**config.mk**
```make
export PLATFORM = sky130hd
export DESIGN_NAME = fetch_top
export DESIGN_NICKNAME = d
export VERILOG_FILES = /design/src/axi_lite_pkg.sv /design/src/isa_pkg.sv /design/src/fetch_top.sv /design/src/imem_axi_reader.sv /design/src/next_pc_decoder.sv /design/src/pc.sv
export VERILOG_INCLUDE_DIRS = /design/src
export SDC_FILE = /design/constraint.sdc
export NUM_CORES = 1
export LEC_CHECK = 0
export BUFFER_PORTS_ARGS = -buffer_cell sky130_fd_sc_hd__buf_2
export CORE_AREA = 5 5 121 152
export CTS_CLUSTER_SIZE = 8
export DETAILED_ROUTE_END_ITERATION = 10
export DIE_AREA = 0 0 126 157
export GPL_ROUTABILITY_DRIVEN = 0
export HOLD_SLACK_MARGIN = 0.02
export PLACE_DENSITY_LB_ADDON = 0.2
export REMOVE_ABC_BUFFERS = 1
export SYNTH_ARGS = -nofsm -noshare
export SYNTH_HDL_FRONTEND = slang
export SYNTH_SLANG_ARGS = --single-unit
```
**constraint.sdc**
```tcl
create_clock -name CLK -period 3.55 [get_ports CLK]
set_clock_uncertainty 0.2 [all_clocks]
set_input_delay 0.8875 -clock CLK [delete_from_list [all_inputs] [get_ports CLK]]
set_output_delay 0.8875 -clock CLK [all_outputs]
set_load 0.01 [all_outputs]
```
**src/fetch_defines.svh**
```systemverilog
`ifndef FETCH_DEFINES_SVH
`define FETCH_DEFINES_SVH

// fixed widths and reset values for the fetch side
// everything here follows from the instruction set

// address width, also the instruction word width
`define FETCH_ADDR_W 32

// byte step between consecutive instructions
// pc arithmetic uses this for the sequential address
`define FETCH_INSTR_BYTES 4

// first fetch address after reset
`define FETCH_RESET_PC 32'h0000_0000

// jump targets keep this many upper bits of the sequential address
`define FETCH_JUMP_HI_W 4

// branch offsets are word offsets, shifted left by this much
`define FETCH_WORD_SHIFT 2

`endif
```
**src/axi_lite_pkg.sv**
```systemverilog
`include "fetch_defines.svh"

package axi_lite_pkg;

  // read response codes
  typedef enum logic [1:0] {
    OKAY   = 2'b00,
    EXOKAY = 2'b01,
    SLVERR = 2'b10,
    DECERR = 2'b11
  } axi_resp_e;

  // arprot for an unprivileged, secure instruction access
  // bit 2 marks the access as instruction fetch
  localparam logic [2:0] PROT_INSTR = 3'b100;

  // read address channel payload
  typedef struct packed {
    logic [`FETCH_ADDR_W-1:0] addr;
    logic [2:0]               prot;
  } axi_ar_t;

  // read data channel payload
  typedef struct packed {
    logic [`FETCH_ADDR_W-1:0] data;
    axi_resp_e                resp;
  } axi_r_t;

endpackage

```
**src/isa_pkg.sv**
```systemverilog
`include "fetch_defines.svh"

package isa_pkg;

  // primary opcodes the fetch side cares about
  // any other code is treated as a sequential instruction
  typedef enum logic [5:0] {
    RTYPE = 6'h00,
    J     = 6'h02,
    BEQ   = 6'h04,
    BNE   = 6'h05,
    HALT  = 6'h3f
  } opcode_e;

  // r-type function codes, only jr changes control flow
  typedef enum logic [5:0] {
    SLL  = 6'h00,
    SRL  = 6'h02,
    JR   = 6'h08,
    ADD  = 6'h20,
    ADDU = 6'h21,
    SUB  = 6'h22,
    SUBU = 6'h23,
    SLT  = 6'h2a,
    SLTU = 6'h2b
  } funct_e;

  // where the next fetch address comes from
  typedef enum logic [2:0] {
    SEL_NXT,
    SEL_JR,
    SEL_ADDR26,
    SEL_IMM16,
    SEL_HOLD
  } pc_src_e;

  // low half of an r-type word
  typedef struct packed {
    logic [4:0] rd;
    logic [4:0] shamt;
    funct_e     funct;
  } rtail_t;

  // the low 16 bits read either as an immediate or as the r-type tail
  typedef union packed {
    logic [15:0] imm16;
    rtail_t      r;
  } low16_u;

  // full instruction word, jump target is the low 26 bits of it
  typedef struct packed {
    opcode_e    opcode;
    logic [4:0] rs;
    logic [4:0] rt;
    low16_u     low;
  } instr_t;

endpackage

```
**src/fetch_top.sv**
```systemverilog
`include "fetch_defines.svh"

module fetch_top
  import isa_pkg::*;
  import axi_lite_pkg::*;
(
  input  logic                     CLK,
  input  logic                     rst_n,
  // axi4-lite read channels toward instruction memory
  output axi_ar_t                  ar,
  output logic                     arvalid,
  input  logic                     arready,
  input  axi_r_t                   r,
  input  logic                     rvalid,
  output logic                     rready,
  // from the datapath
  input  logic [`FETCH_ADDR_W-1:0] jr_addr,
  input  logic                     zero,
  input  logic                     stall,
  // toward the rest of the cpu
  output instr_t                   instr,
  output logic                     instr_valid,
  output logic [`FETCH_ADDR_W-1:0] imemaddr,
  output logic                     halt
);

  logic      done;
  axi_resp_e resp;
  pc_src_e   pc_src;

  // done marks retirement and moves the pc on the same edge
  assign instr_valid = done;

  imem_axi_reader reader_i (
    .CLK     (CLK),
    .rst_n   (rst_n),
    .addr    (imemaddr),
    .stall   (stall),
    .halt    (halt),
    .ar      (ar),
    .arvalid (arvalid),
    .arready (arready),
    .r       (r),
    .rvalid  (rvalid),
    .rready  (rready),
    .done    (done),
    .rdata   (instr),
    .resp    (resp)
  );

  next_pc_decoder decoder_i (
    .CLK    (CLK),
    .rst_n  (rst_n),
    .done   (done),
    .instr  (instr),
    .resp   (resp),
    .zero   (zero),
    .pc_src (pc_src),
    .halt   (halt)
  );

  // jump target is the low 26 bits of the word
  pc pc_i (
    .CLK      (CLK),
    .rst_n    (rst_n),
    .advance  (done),
    .pc_src   (pc_src),
    .jr_addr  (jr_addr),
    .imm16    (instr.low.imm16),
    .addr26   (instr[25:0]),
    .imemaddr (imemaddr)
  );

endmodule

```
**src/imem_axi_reader.sv**
```systemverilog
`include "fetch_defines.svh"

module imem_axi_reader
  import isa_pkg::*;
  import axi_lite_pkg::*;
(
  input  logic                     CLK,
  input  logic                     rst_n,
  input  logic [`FETCH_ADDR_W-1:0] addr,
  input  logic                     stall,
  input  logic                     halt,
  output axi_ar_t                  ar,
  output logic                     arvalid,
  input  logic                     arready,
  input  axi_r_t                   r,
  input  logic                     rvalid,
  output logic                     rready,
  output logic                     done,
  output instr_t                   rdata,
  output axi_resp_e                resp
);

  // idle waits to issue, addr drives arvalid, data waits for the beat
  typedef enum logic [1:0] {
    IDLE,
    ADDR,
    DATA
  } state_e;

  state_e    state_q;
  state_e    state_d;
  logic      done_q;
  logic      beat;
  instr_t    rdata_q;
  axi_resp_e resp_q;

  // r channel transfer this cycle
  assign beat = (state_q == DATA) && rvalid;

  always_comb
  begin
    state_d = state_q;
    case (state_q)
      IDLE:
      begin
        // wait out the retire cycle so pc and halt are current
        if (!done_q && !stall && !halt)
        begin
          state_d = ADDR;
        end
      end
      ADDR:
      begin
        if (arready)
        begin
          state_d = DATA;
        end
      end
      DATA:
      begin
        if (rvalid)
        begin
          state_d = IDLE;
        end
      end
      default:
      begin
        state_d = IDLE;
      end
    endcase
  end

  always_ff @(posedge CLK)
  begin
    if (!rst_n)
    begin
      state_q <= IDLE;
      done_q  <= 1'b0;
    end
    else
    begin
      state_q <= state_d;
      // one cycle pulse after the beat lands
      done_q  <= beat;
    end
  end

  // beat payload
  always_ff @(posedge CLK)
  begin
    if (beat)
    begin
      rdata_q <= instr_t'(r.data);
      resp_q  <= r.resp;
    end
  end

  // pc only moves on done, so the address is steady while arvalid is up
  assign ar.addr = addr;
  assign ar.prot = PROT_INSTR;
  assign arvalid = (state_q == ADDR);
  assign rready  = (state_q == DATA);

  assign done  = done_q;
  assign rdata = rdata_q;
  assign resp  = resp_q;

endmodule

```
**src/next_pc_decoder.sv**
```systemverilog
module next_pc_decoder
  import isa_pkg::*;
  import axi_lite_pkg::*;
(
  input  logic      CLK,
  input  logic      rst_n,
  input  logic      done,
  input  instr_t    instr,
  input  axi_resp_e resp,
  input  logic      zero,
  output pc_src_e   pc_src,
  output logic      halt
);

  pc_src_e dec_src;
  logic    bad_beat;
  logic    is_halt_op;
  logic    halt_q;

  // a failed read carries no usable instruction
  assign bad_beat = (resp != OKAY);

  assign is_halt_op = (instr.opcode == HALT);

  // instruction to next-address source
  always_comb
  begin
    dec_src = SEL_NXT;
    case (instr.opcode)
      RTYPE:
      begin
        // only jr leaves the sequential path among r-types
        if (instr.low.r.funct == JR)
        begin
          dec_src = SEL_JR;
        end
      end
      J:
      begin
        dec_src = SEL_ADDR26;
      end
      BEQ:
      begin
        // zero high means the operands compared equal
        if (zero)
        begin
          dec_src = SEL_IMM16;
        end
      end
      BNE:
      begin
        if (!zero)
        begin
          dec_src = SEL_IMM16;
        end
      end
      HALT:
      begin
        dec_src = SEL_HOLD;
      end
      default:
      begin
        dec_src = SEL_NXT;
      end
    endcase
  end

  // once halted, or on an error beat, the fetch address is frozen
  assign pc_src = (halt_q || bad_beat) ? SEL_HOLD : dec_src;

  // sticky halt, cleared only by reset
  always_ff @(posedge CLK)
  begin
    if (!rst_n)
    begin
      halt_q <= 1'b0;
    end
    else if (done && (is_halt_op || bad_beat))
    begin
      halt_q <= 1'b1;
    end
  end

  assign halt = halt_q;

endmodule

```
**src/pc.sv**
```systemverilog
`include "fetch_defines.svh"

module pc
  import isa_pkg::*;
(
  input  logic                     CLK,
  input  logic                     rst_n,
  input  logic                     advance,
  input  pc_src_e                  pc_src,
  input  logic [`FETCH_ADDR_W-1:0] jr_addr,
  input  logic [15:0]              imm16,
  input  logic [25:0]              addr26,
  output logic [`FETCH_ADDR_W-1:0] imemaddr
);

  logic [`FETCH_ADDR_W-1:0] pc_q;
  logic [`FETCH_ADDR_W-1:0] pc_d;
  logic [`FETCH_ADDR_W-1:0] seq_addr;
  logic [`FETCH_ADDR_W-1:0] br_offset;
  logic [`FETCH_ADDR_W-1:0] jmp_addr;

  // address of the instruction after this one
  assign seq_addr = pc_q + `FETCH_ADDR_W'(`FETCH_INSTR_BYTES);

  // word offset, sign extended to full width then turned into bytes
  assign br_offset = {{(`FETCH_ADDR_W - 16 - `FETCH_WORD_SHIFT){imm16[15]}},
                      imm16, {`FETCH_WORD_SHIFT{1'b0}}};

  // jump stays inside the current 256 MB region of the sequential address
  assign jmp_addr = {seq_addr[`FETCH_ADDR_W-1 -: `FETCH_JUMP_HI_W], addr26,
                     {`FETCH_WORD_SHIFT{1'b0}}};

  // next address mux
  always_comb
  begin
    case (pc_src)
      SEL_NXT:    pc_d = seq_addr;
      SEL_JR:     pc_d = jr_addr;
      SEL_ADDR26: pc_d = jmp_addr;
      SEL_IMM16:  pc_d = seq_addr + br_offset;
      // halt and any unused code keep the address
      default:    pc_d = pc_q;
    endcase
  end

  // fetch address register, only moves when an instruction retires
  always_ff @(posedge CLK)
  begin
    if (!rst_n)
    begin
      pc_q <= `FETCH_RESET_PC;
    end
    else if (advance)
    begin
      pc_q <= pc_d;
    end
  end

  assign imemaddr = pc_q;

endmodule

```
==> run metrics <==
Slew headroom=39.2%; Initial Util=34.6%; Worst setup SP type=register; Area contributors post-synth=edfxtp_1 18%, dfxtp_1 12%, ha_1 7.4%, buf_4 4.7%, a21oi_1 4.3%; drt drc=0; EDFF count, synth=34; worst-margin pin slew=0.913 ns; crit path setup slack, layout=-0.00278 ns; core area=16700 µm²; port bufs=171; pin count of the biggest net entering global routing=35; cell count after synthesis=674; Slew Viols, Final=0; slowest CP cell=or4_4; dpl cells=1118; Met2 Wirelength=10.4 mm; total grt overflow=0; crit-path max FO=5; PwrDens=234 nW/µm²; met3 routed WL=982 µm; top layer in use=met5; Warnings, synthesis=0; die width=126 µm; IO Count=175; Pleak=3.70 nW; Hold Slack=0.238 ns; Total Routing Usage GR=20.5%; worst path cell trace=nand4_2 > or4_4 > nor2_4 > nand3_4 > xnor2_4 > ha_4 > a211o_1 > or2_4 > a211oi_2 > buf_4 > nor3_2 > or4_1 > nand3_1 > a21oi_1; Worst Path Arrival=3.58 ns; HPWL after DPL=15.8 mm; Finished Cell Area=8140 µm²; maximum capacitance violations=0; Async SR Flop Fraction=0%; post-route minimum period=3.55 ns; H-tree Lvls=3; Clock Sinks=70; dpl cell area=7410 µm²; root buffer cell=clkbuf_16; TNS Setup=-0.00278 ns; RSZ-0062 raised after global routing=yes; fill cell count=1640; register bit total from synthesis=70; Synth Area per Inst=8.57 µm²; Vias/cell=5.30; # nets final=1031; fraction of layout cells with a size suffix above 1=42.8%; CTS tree=yes; sequential-to-total area share from yosys stat=30.1%; clock latency at the later pin of the worst-skew pair=0.35 ns; max incr delay on CP=0.52 ns; via count=6086; Yosys cell types=82; met1 wire length=8.74 mm; Setup crit end kind=register; non-filler cells, final=1149; vias in the first global route=6227; violated checks=setup timing; diode count=0; setup violators final=1; hold-fix buffer count after cts=0; Hold Fails Final Rpt=0; Critical Path RT=3.58 ns; WL per Instance=18.0 µm; Syn-to-layout area delta=40.9%; leading area contributor after synthesis=edfxtp_1; die area=19800 µm²; worst-case clock buffer depth=2; post-route antenna net violation count=0; Max IR drop VDD=0.000179 V; worst hold path type=reg2reg; worst setup path category=reg2reg; initial antenna violation count=1; Die Height=157 µm; clk slew on worst S/H paths=0.06 ns; Pwr Total=1.90 mW; Yosys top cell area share=17.7%; Final Cycle Share=100%; routed wire length=20.7 mm; total CTS buffers=9; 1st-iter DRT viols=243; First-pass DRT Iterations=4; fmax=0.281 GHz; Main synth FF type=dfxtp_1; global-route wire length before repair=32.2 mm; status=complete, but fails checks; Synth Cell Area=5780 µm²; Rows=53
[placed cells by master, fill, tap and decap left out, types with 5 or more instances in the layout]
master / synthesis / final
a21oi_1: 50 / 40
nand3_1: 26 / 22
inv_1: 20 / 20
xor2_1: 20 / 19
a211oi_1: 7 / 7
a221oi_1: 14 / 14
ha_1: 34 / 27
edfxtp_1: 34 / 34
dfxtp_2: 0 / 7
a31oi_1: 5 / 5
o21a_1: 8 / 8
a21o_1: 15 / 15
or3_1: 6 / 6
dfxtp_1: 36 / 29
nor2_1: 50 / 47
nor3_1: 17 / 14
clkbuf_16: 0 / 9
o211ai_1: 6 / 6
nand4_1: 15 / 15
and3_1: 9 / 7
a221o_1: 9 / 9
o221ai_1: 5 / 5
xnor2_1: 27 / 22
a21oi_2: 1 / 11
o21ai_1: 10 / 14
o21ai_0: 34 / 30
nand2_1: 51 / 49
o31ai_1: 6 / 5
o21bai_1: 6 / 6
nand2b_1: 5 / 5
buf_6: 1 / 5
buf_4: 36 / 123
buf_2: 13 / 171
mux2i_1: 5 / 5
[final cells by class]
| cell class | count | area, µm² | area share [%] |
|---|---|---|---|
| clock buffers | 9 | 225 | 2.77 |
| clock inverters | 7 | 65.1 | 0.799 |
| inverters | 20 | 75.1 | 0.922 |
| multi-input cells | 522 | 3880 | 47.6 |
| flip-flops and latches | 70 | 1750 | 21.5 |
| well taps | 220 | 275 | 3.38 |
| repair buffers | 301 | 1880 | 23.0 |
[synthesized netlist by cell type (14+ instances only)]
cell,number
nor2_1,50
xnor2_1,27
nand2_1,51
edfxtp_1,34
o21ai_0,34
dfxtp_1,36
inv_1,20
nand3_1,26
buf_4,36
xor2_1,20
ha_1,34
a21o_1,15
a221oi_1,14
a21oi_1,50
nand4_1,15
nor3_1,17
[layer usage]
metal / global-route usage [%] / vias to the layer above
met3: 3.63 / 32
met2: 37.1 / 168
li1: - / 3008
met5: 0 / -
met4: 7.72 / 2
met1: 24.1 / 2876
[worst paths after layout]
path	start	end	slack, ns	depth (start not counted)
hold / removal	reader_i.state_q[1]$_SDFFE_PN0P_	reader_i.state_q[0]$_SDFFE_PN0P_	0.24	1
hold reg to reg	reader_i.state_q[1]$_SDFFE_PN0P_	reader_i.state_q[0]$_SDFFE_PN0P_	0.24	1
setup / recovery	pc_i.imemaddr[7]$_SDFFE_PN0P_	pc_i.imemaddr[29]$_SDFFE_PN0P_	-0.003	14
setup reg to reg	pc_i.imemaddr[7]$_SDFFE_PN0P_	pc_i.imemaddr[29]$_SDFFE_PN0P_	-0.003	14
[through the flow]
stage | worst slack (ns) | util, %
finish | -0.00278 | 48.7
global route | -0.149 | 48.7
CTS | -0.0133 | 47.3
detailed placement | -0.127 | 44.3
global placement | -0.111 | 44.3
floorplan | -0.311 | -
[sequential cells by signal (all words and copies together) (netlist names)]
register          count
reader_i.resp         2
reader_i.state_q      2
pc_i.imemaddr        32
reader_i.done         1
decoder_i.halt        1
reader_i.rdata       32
[logic make-up (layout without fill, tap and decap cells)]
family,after synthesis,after routing,share of synthesized area [%]
multiplexers,5,5,0.866
other,2,3,0.130
buffers and inverters,83,337,8.14
flip-flops,70,70,30.1
AO/OA/AOI/OAI,215,215,26.0
adder cells (fa/ha/maj),35,35,7.71
XOR/XNOR,47,47,7.12
AND/OR/NAND/NOR,217,217,19.9
[timing repair]
item / in CTS / in global routing
buffers inserted: 10 / 6
pin swaps: 19 / 39
endpoints found under the setup margin: 11 / 15
gates resized for setup: 31 / 44
[critical path: cells and delay by family (launching register included)]
| kind | cells | cell delay (ns) |
|---|---|---|
| buffers and inverters | 1 | 0.19 |
| flip-flops | 1 | 0.33 |
| adder cells (fa/ha/maj) | 1 | 0.17 |
| AO/OA/AOI/OAI | 3 | 0.50 |
| AND/OR/NAND/NOR | 8 | 1.88 |
| XOR/XNOR | 1 | 0.15 |
[power by group]
group	leakage [nW]	switching (mW)	internal, mW	total, mW
sequential	0.601	0.00735	0.855	0.862
combinational	2.95	0.0575	0.0574	0.115
clock	0.143	0.388	0.539	0.927
No activity file was read; power rests on OpenSTA's default activity.
